<file path="src/ppu_pkg.sv">
package ppu_pkg;

  localparam int N = 16;
  localparam int ES = 1;
  localparam int K_BITS = 5;                       // signed regime value
  localparam int TE_BITS = 7;                      // room for the sum of two exponents
  localparam int MANT_SIZE = 13;                   // hidden bit plus twelve fraction bits
  localparam int FRAC_FULL_SIZE = 2 * MANT_SIZE;
  localparam int SUM_SIZE = FRAC_FULL_SIZE + 1;    // aligned sum with a carry bit
  localparam int SHIFT_SIZE = 48;                  // encoder field, regime never pushes bits out
  localparam int PIPE_DEPTH = 3;

  localparam logic [N-1:0] NAR = 16'h8000;
  localparam logic [N-1:0] MAXPOS = 16'h7fff;
  localparam logic [N-1:0] MINPOS = 16'h0001;

  // largest total exponent, reached by maxpos and minpos
  localparam logic signed [TE_BITS-1:0] TE_MAX = 7'sd28;

  typedef enum logic [1:0] {
    OP_ADD = 2'd0,
    OP_SUB = 2'd1,
    OP_MUL = 2'd2
  } operation_e;

  typedef logic [N-1:0] posit_t;

  typedef struct packed {
    logic                 sign;
    logic [TE_BITS-1:0]   te;
    logic [MANT_SIZE-1:0] mant;    // hidden bit at the top
    logic                 zero;
  } fir_t;

  // frac_full carries its leading one at the top bit unless the result is zero
  typedef struct packed {
    logic                      sign;
    logic [TE_BITS-1:0]        te;
    logic [FRAC_FULL_SIZE-1:0] frac_full;
    logic                      sticky;
  } ops_result_t;

  typedef struct packed {
    logic   is_special;
    posit_t value;
  } special_t;

endpackage

</file>
<file path="src/fir_to_posit.sv">
`timescale 1ns/1ps

module fir_to_posit
  import ppu_pkg::*;
(
  input  ops_result_t ops_result_i,
  output posit_t      posit_o
);

  logic signed [TE_BITS-1:0] te_clamped;
  logic [K_BITS-1:0]         k;
  logic [ES-1:0]             exp_bits;
  logic [K_BITS-1:0]         shamt;
  logic [SHIFT_SIZE-1:0]     field;
  logic [SHIFT_SIZE-1:0]     field_shifted;
  logic [N-2:0]              body;
  logic                      guard;
  logic                      round_bit;
  logic                      sticky;
  logic                      round_up;
  logic [N-2:0]              body_rounded;
  posit_t                    p_mag;

  // clamping alone lands out-of-range values on maxpos or minpos
  always_comb begin
    if ($signed(ops_result_i.te) > TE_MAX) begin
      te_clamped = TE_MAX;
    end else if ($signed(ops_result_i.te) < -TE_MAX) begin
      te_clamped = -TE_MAX;
    end else begin
      te_clamped = $signed(ops_result_i.te);
    end
  end

  assign k = te_clamped[ES +: K_BITS];
  assign exp_bits = te_clamped[ES-1:0];
  assign shamt = k[K_BITS-1] ? ~k : k; // -k-1 for a negative regime

  // "10" or "01" seeds the regime, the arithmetic shift extends the run
  assign field = {~k[K_BITS-1], k[K_BITS-1], exp_bits,
                  ops_result_i.frac_full[FRAC_FULL_SIZE-2:0],
                  {(SHIFT_SIZE - ES - FRAC_FULL_SIZE - 1){1'b0}}};
  assign field_shifted = $signed(field) >>> shamt;

  assign body = field_shifted[SHIFT_SIZE-1 -: N-1];
  assign guard = field_shifted[SHIFT_SIZE-N];
  assign round_bit = field_shifted[SHIFT_SIZE-N-1];
  assign sticky = (|field_shifted[SHIFT_SIZE-N-2:0]) | ops_result_i.sticky;
  assign round_up = guard & (body[0] | round_bit | sticky);  // ties go to the even pattern

  // an all-ones body only comes with the largest regime, whose guard bit is zero
  assign body_rounded = body + round_up;
  assign p_mag = {1'b0, body_rounded};

  always_comb begin
    if (ops_result_i.frac_full == '0) begin
      posit_o = '0;
    end else if (ops_result_i.sign) begin
      posit_o = -p_mag;
    end else begin
      posit_o = p_mag;
    end
  end

endmodule

</file>
<file path="src/input_conditioning.sv">
`timescale 1ns/1ps

module input_conditioning
  import ppu_pkg::*;
(
  input  operation_e op_i,
  input  posit_t     p1_i,
  input  posit_t     p2_i,
  output posit_t     p1_o,
  output posit_t     p2_o,
  output special_t   special_o
);

  logic p1_zero;
  logic p2_zero;

  assign p1_zero = (p1_i == '0);
  assign p2_zero = (p2_i == '0);

  assign p1_o = p1_i;
  assign p2_o = (op_i == OP_SUB) ? -p2_i : p2_i; // subtraction becomes addition of the negation

  always_comb begin
    special_o = '0;
    if ((p1_i == NAR) || (p2_i == NAR)) begin
      special_o.is_special = 1'b1;
      special_o.value = NAR;
    end else if (op_i == OP_MUL) begin
      if (p1_zero || p2_zero) begin
        special_o.is_special = 1'b1; // value stays zero
      end
    end else if (p1_zero) begin
      special_o.is_special = 1'b1;
      special_o.value = p2_o;
    end else if (p2_zero) begin
      special_o.is_special = 1'b1;
      special_o.value = p1_i;
    end
  end

endmodule

</file>
<file path="src/ops.sv">
`timescale 1ns/1ps

module ops
  import ppu_pkg::*;
(
  input  logic        clk_i,
  input  logic        rst_i,
  input  operation_e  op_i,
  input  fir_t        fir1_i,
  input  fir_t        fir2_i,
  output ops_result_t ops_result_o
);

  logic [FRAC_FULL_SIZE-1:0]     prod;
  ops_result_t                   mul_res;
  ops_result_t                   add_res;
  fir_t                          fir_hi;
  fir_t                          fir_lo;
  logic [TE_BITS-1:0]            te_diff;
  logic [TE_BITS-1:0]            shamt;
  logic [SUM_SIZE-1:0]           hi_field;
  logic [SUM_SIZE-1:0]           lo_field;
  logic [2*SUM_SIZE-1:0]         lo_ext;
  logic                          align_sticky;
  logic [SUM_SIZE-1:0]           sum;
  logic [$clog2(SUM_SIZE)-1:0]   lz;
  logic                          lz_done;

  always_comb begin
    prod = fir1_i.mant * fir2_i.mant;
    mul_res.sign = fir1_i.sign ^ fir2_i.sign;
    mul_res.sticky = 1'b0; // the product is exact
    if (prod[FRAC_FULL_SIZE-1]) begin
      mul_res.te = fir1_i.te + fir2_i.te + 1'b1;
      mul_res.frac_full = prod;
    end else begin
      mul_res.te = fir1_i.te + fir2_i.te;
      mul_res.frac_full = prod << 1;
    end
    if (fir1_i.zero || fir2_i.zero) begin
      mul_res.frac_full = '0;
    end
  end

  // order the operands by magnitude so the difference never goes negative
  always_comb begin
    if (($signed(fir1_i.te) > $signed(fir2_i.te)) ||
        ((fir1_i.te == fir2_i.te) && (fir1_i.mant >= fir2_i.mant))) begin
      fir_hi = fir1_i;
      fir_lo = fir2_i;
    end else begin
      fir_hi = fir2_i;
      fir_lo = fir1_i;
    end
  end

  always_comb begin
    te_diff = fir_hi.te - fir_lo.te;
    shamt = (te_diff > SUM_SIZE) ? TE_BITS'(SUM_SIZE) : te_diff;
    hi_field = {1'b0, fir_hi.mant, {MANT_SIZE{1'b0}}};
    lo_ext = {1'b0, fir_lo.mant, {MANT_SIZE{1'b0}}, {SUM_SIZE{1'b0}}} >> shamt;
    lo_field = lo_ext[2*SUM_SIZE-1 -: SUM_SIZE];
    align_sticky = |lo_ext[SUM_SIZE-1:0];
    if (fir_hi.sign == fir_lo.sign) begin
      sum = hi_field + lo_field;
    end else begin
      sum = hi_field - lo_field - align_sticky; // sticky acts as a borrow below the field
    end
  end

  always_comb begin
    lz = '0;
    lz_done = 1'b0;
    for (int i = FRAC_FULL_SIZE - 1; i >= 0; i--) begin
      if (!lz_done && !sum[i]) begin
        lz = lz + 1'b1;
      end else begin
        lz_done = 1'b1;
      end
    end
  end

  always_comb begin
    add_res.sign = fir_hi.sign;
    if (sum[SUM_SIZE-1]) begin
      add_res.te = fir_hi.te + 1'b1;
      add_res.frac_full = sum[SUM_SIZE-1:1];
      add_res.sticky = align_sticky | sum[0];
    end else begin
      // an exact zero sum leaves frac_full at zero
      add_res.te = fir_hi.te - lz;
      add_res.frac_full = sum[FRAC_FULL_SIZE-1:0] << lz;
      add_res.sticky = align_sticky;
    end
  end

  always_ff @(posedge clk_i) begin
    if (rst_i) begin
      ops_result_o <= '0;
    end else begin
      ops_result_o <= (op_i == OP_MUL) ? mul_res : add_res;
    end
  end

endmodule

</file>
<file path="src/posit_to_fir.sv">
`timescale 1ns/1ps

module posit_to_fir
  import ppu_pkg::*;
(
  input  posit_t p_cond_i,
  output fir_t   fir_o
);

  posit_t            p_abs;
  logic [N-2:0]      body;
  logic [N-2:0]      body_shifted;
  logic [K_BITS-1:0] run;
  logic              run_done;
  logic [K_BITS-1:0] k;
  logic [ES-1:0]     exp_bits;

  assign p_abs = p_cond_i[N-1] ? -p_cond_i : p_cond_i;
  assign body = p_abs[N-2:0];

  // length of the regime run, counted from the bit after the sign
  always_comb begin
    run = '0;
    run_done = 1'b0;
    for (int i = N - 2; i >= 0; i--) begin
      if (!run_done && (body[i] == body[N-2])) begin
        run = run + 1'b1;
      end else begin
        run_done = 1'b1;
      end
    end
  end

  assign k = body[N-2] ? (run - 1'b1) : -run;

  // drop the regime and its terminating bit
  assign body_shifted = body << (run + 1'b1);
  assign exp_bits = body_shifted[N-2 -: ES];

  always_comb begin
    fir_o.sign = p_cond_i[N-1];
    fir_o.te = {{(TE_BITS - K_BITS - ES){k[K_BITS-1]}}, k, exp_bits}; // k * 2^ES + exp
    fir_o.mant = {1'b1, body_shifted[N-2-ES -: MANT_SIZE-1]};
    fir_o.zero = (p_cond_i == '0);
  end

endmodule

</file>
<file path="src/ppu.sv">
`timescale 1ns/1ps

module ppu
  import ppu_pkg::*;
(
  input  logic       clk_i,
  input  logic       rst_i,
  input  logic       valid_i,
  input  operation_e op_i,
  input  posit_t     p1_i,
  input  posit_t     p2_i,
  output logic       valid_o,
  output operation_e op_o,
  output posit_t     pout_o
);

  logic [PIPE_DEPTH-1:0] valid_sr;
  operation_e            op_q;
  posit_t                p1_q;
  posit_t                p2_q;

  always_ff @(posedge clk_i) begin
    if (rst_i) begin
      valid_sr <= '0;
      op_q <= OP_ADD;
      p1_q <= '0;   // zero operands keep the output at zero after reset
      p2_q <= '0;
    end else begin
      valid_sr <= {valid_sr[PIPE_DEPTH-2:0], valid_i};
      op_q <= op_i;
      p1_q <= p1_i;
      p2_q <= p2_i;
    end
  end

  ppu_core_ops i_ppu_core_ops (
    .clk_i  (clk_i),
    .rst_i  (rst_i),
    .op_i   (op_q),
    .p1_i   (p1_q),
    .p2_i   (p2_q),
    .op_o   (op_o),
    .pout_o (pout_o)
  );

  assign valid_o = valid_sr[PIPE_DEPTH-1];

endmodule

</file>
<file path="src/ppu_core_ops.sv">
`timescale 1ns/1ps

module ppu_core_ops
  import ppu_pkg::*;
(
  input  logic       clk_i,
  input  logic       rst_i,
  input  operation_e op_i,
  input  posit_t     p1_i,
  input  posit_t     p2_i,
  output operation_e op_o,
  output posit_t     pout_o
);

  posit_t      p1_cond;
  posit_t      p2_cond;
  special_t    special_st0;
  special_t    special_st1;
  special_t    special_st2;
  fir_t        fir1;
  fir_t        fir2;
  ops_result_t ops_st1;
  ops_result_t ops_st2;
  operation_e  op_st1;
  posit_t      pout_fir;

  input_conditioning i_input_conditioning (
    .op_i      (op_i),
    .p1_i      (p1_i),
    .p2_i      (p2_i),
    .p1_o      (p1_cond),
    .p2_o      (p2_cond),
    .special_o (special_st0)
  );

  posit_to_fir i_posit_to_fir1 (
    .p_cond_i (p1_cond),
    .fir_o    (fir1)
  );

  posit_to_fir i_posit_to_fir2 (
    .p_cond_i (p2_cond),
    .fir_o    (fir2)
  );

  ops i_ops (
    .clk_i        (clk_i),
    .rst_i        (rst_i),
    .op_i         (op_i),
    .fir1_i       (fir1),
    .fir2_i       (fir2),
    .ops_result_o (ops_st1)
  );

  fir_to_posit i_fir_to_posit (
    .ops_result_i (ops_st2),
    .posit_o      (pout_fir)
  );

  // special results and the operation follow the two arithmetic stages
  always_ff @(posedge clk_i) begin
    if (rst_i) begin
      ops_st2 <= '0;
      special_st1 <= '0;
      special_st2 <= '0;
      op_st1 <= OP_ADD;
      op_o <= OP_ADD;
    end else begin
      ops_st2 <= ops_st1;
      special_st1 <= special_st0;
      special_st2 <= special_st1;
      op_st1 <= op_i;
      op_o <= op_st1;
    end
  end

  assign pout_o = special_st2.is_special ? special_st2.value : pout_fir;

endmodule

</file>
<file path="config.mk">
export PLATFORM = sky130hd
export DESIGN_NAME = ppu
export DESIGN_NICKNAME = d
export VERILOG_FILES = /design/src/ppu_pkg.sv /design/src/fir_to_posit.sv /design/src/input_conditioning.sv /design/src/ops.sv /design/src/posit_to_fir.sv /design/src/ppu.sv /design/src/ppu_core_ops.sv
export SDC_FILE = /design/constraint.sdc
export NUM_CORES = 1
export LEC_CHECK = 0
export ABC_AREA = 1
export ABC_CLOCK_PERIOD_IN_PS = 62500
export BUFFER_PORTS_ARGS = -buffer_cell sky130_fd_sc_hd__buf_2
export CORE_ASPECT_RATIO = 1.75
export CORE_UTILIZATION = 65
export CTS_CLUSTER_DIAMETER = 40
export DETAILED_ROUTE_END_ITERATION = 16
export GPL_TIMING_DRIVEN = 0
export PLACE_DENSITY_LB_ADDON = 0.2
export SYNTH_ARGS = -nofsm -noshare
export SYNTH_HDL_FRONTEND = slang
export SYNTH_HIERARCHICAL = 1
export SYNTH_SLANG_ARGS = --single-unit
</file>
<file path="constraint.sdc">
create_clock -name clk_i -period 62.5 [get_ports clk_i]
set_input_delay 0 -clock clk_i [delete_from_list [all_inputs] [get_ports clk_i]]
set_output_delay 0 -clock clk_i [all_outputs]
set_load 0.01 [all_outputs]
</file>
Word-level counts from Yosys, hierarchy flattened --
Index checks and enable logic that the tools add are counted.
Storage, ports and cells: register bits 145, bits of input ports 37, output and inout bits 19, word-level logic and storage cells 410
Operators by class: $add $sub $neg 70, multipliers 1, order comparisons 5, eq/ne operators 34, shift operators 5, mux-type cells 130, bitwise logic cells 8, reduce and logical (&&, ||, !) cells 138
Operators with widths (count):
- 2-to-1 mux 5 bit | 54
- adder 5 x 1 -> 5 bit (second input constant) | 51
- 2-to-1 mux 16 bit | 5
- zero test 1 bit | 74
- 2-to-1 mux 1 bit | 54
- right shift 53 x 7 -> 54 bit | 1
- logical AND 1 bit | 52
- 2-to-1 mux 17 bit | 3
- zero test 16 bit | 3
- >>> shifter 48 x 5 -> 48 bit | 1
- 2-to-1 mux 22 bit | 2
- 2-to-1 mux 35 bit | 1
- 2-to-1 mux 34 bit | 1
- 2-to-1 mux 33 bit | 1
- equality test 16 bit (second input constant) | 2
- OR reduction 31 bit | 1
- 2-to-1 mux 15 bit | 2
- negator 15 bit | 2
- left shift 15 x 5 -> 15 bit | 2
- equality test 1 bit | 29
- adder 26 x 27 -> 27 bit | 1
- 2-to-1 mux 27 bit | 1
- OR reduction 27 bit | 1
- subtractor 26 x 27 -> 27 bit | 1
- 34 further kinds | 46

Depth between registers and ports, before layout --
word-level depth 134, gate-level depth with buffers 206, mapped depth without buffers 203

Modules after synthesis --
The synthesis kept the hierarchy.
By module, submodules not included:
- ops | instances 1, cells each 2566, area each 15695.1 um^2, seq. area each 700.7 um^2
- posit_to_fir (i_ppu_core_ops.i_posit_to_fir2) | instances 1, cells each 508, area each 2730.1 um^2, seq. area each 0.0 um^2
- posit_to_fir (i_ppu_core_ops.i_posit_to_fir1) | instances 1, cells each 515, area each 2720.1 um^2, seq. area each 0.0 um^2
- fir_to_posit | instances 1, cells each 518, area each 2462.4 um^2, seq. area each 0.0 um^2
- ppu_core_ops | instances 1, cells each 279, area each 2343.5 um^2, seq. area each 1461.4 um^2
- input_conditioning | instances 1, cells each 196, area each 1101.1 um^2, seq. area each 0.0 um^2
- ppu | instances 1, cells each 115, area each 1068.5 um^2, seq. area each 740.7 um^2

Worst setup path after synthesis --
No wires, ideal clock.
path kind register to register, from reg p2_q[0], to reg i_ppu_core_ops/i_ops/ops_result_o[33] in the netlist's numbering, setup time 0.070 ns, arrival time 27.571 ns, required time 62.430 ns, slack 34.858 ns, stages on the path, launching flop included 196, path buffers 5, period minus slack after synthesis 27.642 ns, cell sequence dfxtp_1 > inv_1 > ha_1 > nand2_1 > o21ai_0 > xnor2_1 > or2_4 > nor2_8 > nand2_2 > nand2_2 > nand3_2 > nand2_2 > buf_6 > nand2_4 > nand2_4 > nand3_4 > nor2_8 > nand2_1 > [... 160 more ...] > or2_4 > nand2_4 > buf_8 > buf_6 > ha_1 > inv_1 > nor2_1 > fa_1 > a21oi_1 > o21bai_1 > nand2_1 > nand2_1 > a21oi_1 > xor2_1 > inv_1 > nand3_1 > nand3_1 > a21oi_1
RTL lines:
- start: declaration | line ppu.sv:20 | posit_t p2_q;
- start signal: assignment | line ppu.sv:32 | p2_q <= p2_i;
- end signal: assignment | line ops.sv:101 | ops_result_o <= (op_i == OP_MUL) ? mul_res : add_res;
- end: declaration | line ops.sv:11 | output ops_result_t ops_result_o

==> impl_metrics.env <==
export IMPL_rr_startpoint="op_q[1]"
export IMPL_numClockSinks=145
export IMPL_critical_path_slowest_cell="o21ai_0"
export IMPL_number_of_placed_i_o_pins=56
export IMPL_min_period_ps=33640
export IMPL_timing_critical_path_arrival_ps=34000
export IMPL_timing_max_cap_violations=0
export IMPL_synth_sequential_area_ratio=0.103
export IMPL_number_of_unique_standard_cell_types_used_by_synthesis=72
export IMPL_ys_seq_elements=145
export IMPL_tns_ps=0
export IMPL_final_nets=5192
export IMPL_ant_nets=0
export IMPL_htree_num_levels=4
export IMPL_ys_async_sr_fraction=0
export IMPL_rr_worst_depth=192
export IMPL_max_slew_worst_pin_slew_ps=1440
export IMPL_hold_viol=0
export IMPL_drt_first_pass_iters=6
export IMPL_post_synth_xor_area_fraction=0.0289
export IMPL_most_frequent_cell_on_the_critical_path="nand2_1"
export IMPL_floorplan_core_area_um2=42500
export IMPL_worstSetupStartpointType="flip-flop"
export IMPL_synth_edff_count=0
export IMPL_wire_per_inst_um=16.3
export IMPL_regToRegEndpoint="i_ppu_core_ops/i_ops/ops_result_o[33]"
export IMPL_max_freq_ghz=0.0297
export IMPL_status="complete, no violations"
export IMPL_cts_root_buf="clkbuf_16"
export IMPL_port_buffers=55
export IMPL_post_cts_sizing_count=0
export IMPL_synth_area_um2=28100
export IMPL_synthAdderAreaFrac=0.188
export IMPL_fillerInstances=3970
export IMPL_mappedNetlistNets=5082
export IMPL_worst_setup_path_endpoint="i_ppu_core_ops/i_ops/ops_result_o[33]"
export IMPL_hp_start="p2_i[2]"
export IMPL_hp_class="primary input to flip-flop"
export IMPL_global_route_usage_total=0.399
export IMPL_first_global_vias=29221
export IMPL_total_via_count_in_the_routed_design=29652
export IMPL_area_growth_pct=6.77
export IMPL_wirelength_mm=87.8
export IMPL_cts_root_to_sink_buffers=2
export IMPL_row_count=100
export IMPL_avgViaCountPerCell=5.51
export IMPL_place_detailed_hpwl_mm=72.4
export IMPL_synth_simple_gate_area_share=0.415
export IMPL_detailedRoute_firstIterationViolations=1896
export IMPL_grt_max_degree=17
export IMPL_tritoncts_num_buffers=17
export IMPL_synth_compound_area_frac=0.105
export IMPL_drv_slew=0
export IMPL_max_slew_margin_rel=0.0282
export IMPL_placedInstanceArea_um2=29100
export IMPL_register_area_um2=2900
export IMPL_antenna_found_initial=1
export IMPL_synthCells=4697
export IMPL_grt_setup_unrepaired="no"
export IMPL_remaining_drc_errors=0
export IMPL_grt_pass1_wl_mm=140
export IMPL_clkLatencyLatePin_ps=430
export IMPL_post_route_cell_area_um2=30000
export IMPL_cts_tree="built"
export IMPL_post_route_cells_drive_above_1_share=0.115
export IMPL_critPathMaxStageDelay_ps=620
export IMPL_dp_worst_setup_slack_ps=29390
export IMPL_clk_transition_reported_paths_ps=70
export IMPL_die_width_um=159
export IMPL_r2r_setup_slack_ps=28860
export IMPL_final_weighted_congestion_in_routability_driven_placement=1.07
export IMPL_effective_utilization_at_floorplan=0.661
export IMPL_final_critical_path_setup_slack_ps=28860
export IMPL_timing_critical_path_from="op_q[1]"
export IMPL_critical_path_endpoint_category="flip-flop"
export IMPL_timing_critical_path_required_ps=62860
export IMPL_yosys_warnings=6
export IMPL_finalSetupViolations=0
export IMPL_fin_skew_ps=9.72
export IMPL_synth_flop_cell="dfxtp_1"
export IMPL_syn_avg_cell_area_um2=5.99
export IMPL_die_height_um=277
export IMPL_cts_hold_fix_buffers=36
export IMPL_multi_input_comb_area_um2=20800
export IMPL_count_of_buffers_added_by_post_cts_timing_repair_for_setup=0
export IMPL_crit_type="flip-flop to flip-flop"
export IMPL_congestion_overflow_gr=0
export IMPL_diode_insertion_count_for_antenna_repair=0
export IMPL_crit_fanout=10
export IMPL_synth_area_mux_share=0.00285
export IMPL_die_area_um2=44100
export IMPL_combinational_family_with_the_most_area_after_synthesis="simple AND/OR/NAND/NOR gates"
export IMPL_worst_case_hold_slack_ps=308
export IMPL_final_min_period_over_clock_period=0.538
==> cell usage in the layout (no fill, tap or decap), types with 15 or more instances in the layout <==
cell,count
nand2_1,1375
inv_1,812
nand3_1,389
nor2_1,366
o21ai_0,226
ha_1,224
dfxtp_1,145
a21oi_1,144
fa_1,124
nand2_2,95
buf_2,90
xor2_1,65
o21ai_1,64
clkbuf_1,57
nand4_1,55
inv_2,50
nor2_2,46
buf_4,43
dlygate4sd3_1,36
nand3_2,36
buf_6,28
nor2_4,27
xnor2_1,26
or2_2,22
nand2_4,22
nand3b_1,21
clkbuf_16,17
nor3_1,17
o211ai_1,15
==> cells by family after synthesis <==
family / after synthesis
XOR/XNOR: 92
adder cells (fa/ha/maj): 348
AO/OA/AOI/OAI: 532
buffers and inverters: 1043
other: 2
AND/OR/NAND/NOR: 2527
multiplexers: 8
flip-flops: 145
==> cell usage after synthesis, drive strengths merged, types with 10 or more instances <==
cell    number  area (um2)
dfxtp      145        2900
xor2        65         569
nor2       448        2150
or2         32         208
nand2     1492        6000
a31oi       14         100
buf        112         891
nand3b      21         158
a21oi      159         860
xnor2       27         244
ha         224        2800
o21ai      292        1480
fa         124        2480
o211ai      15         113
o21bai      10        97.6
nor3        19         111
inv        866        3270
nand3      435        2480
nand4       60         424
clkbuf      57         214
==> registers in the layout, summed over array words and instances, names as in the netlist <==
name	cells
i_ppu_core_ops/i_ops/ops_result_o	35
i_ppu_core_ops/op_o	2
i_ppu_core_ops/op_st1	2
i_ppu_core_ops/ops_st2	35
i_ppu_core_ops/special_st1	17
i_ppu_core_ops/special_st2	17
op_q	2
p1_q	16
p2_q	16
valid_sr	3
==> worst min-delay path by stage <==
| stage | slack, ps | cells past startpoint | to |
|---|---|---|---|
| floorplan | 100 | 1 | i_ppu_core_ops/i_ops/ops_result_o[11] |
| global placement | 200 | 3 | p1_q[5] |
| detailed placement | 200 | 3 | p1_q[4] |
| CTS | 290 | 4 | p1_q[9] |
| global route | 330 | 4 | p2_q[5] |
| finish | 310 | 4 | p2_q[2] |
==> worst max-delay path: cells and delay by family (launching register included) <==
family | cells | cell delay, ps
buffers and inverters | 31 | 2900
xor gates and xnor gates | 4 | 1150
AOI/OAI and AO/OA | 33 | 7560
DFF | 1 | 470
adders and majority gates | 38 | 10600
and+or+nand+nor | 86 | 10860
==> stage by stage <==
step | std cells | utilization
floorplan | 4697 | -
global placement | 5313 | 0.684
detailed placement | 5313 | 0.684
CTS | 5381 | 0.706
global route | 5381 | 0.706
finish | 5381 | 0.706
==> per-layer routing <==
metal	share of wire	track usage	wire, um	vias to the layer above
met5	0.00015	0	13	-
met1	0.33	0.354	28900	13310
li1	-	-	-	14782
met2	0.51	0.747	44400	1058
met3	0.056	0.0698	4930	500
met4	0.11	0.384	9520	2
==> cell type report <==
cell class | count | area share
clock buffer | 17 | 0.0142
buffer | 169 | 0.0368
inverter | 874 | 0.110
sequential | 145 | 0.0967
tap | 561 | 0.0234
timing repair buffer | 91 | 0.0212
multi-input combinational | 3509 | 0.693
clock inverter | 15 | 0.00471
Power is left out: the tool's default activity adds up to more than one toggle a clock period on the data nets, which glitch-free logic cannot reach.
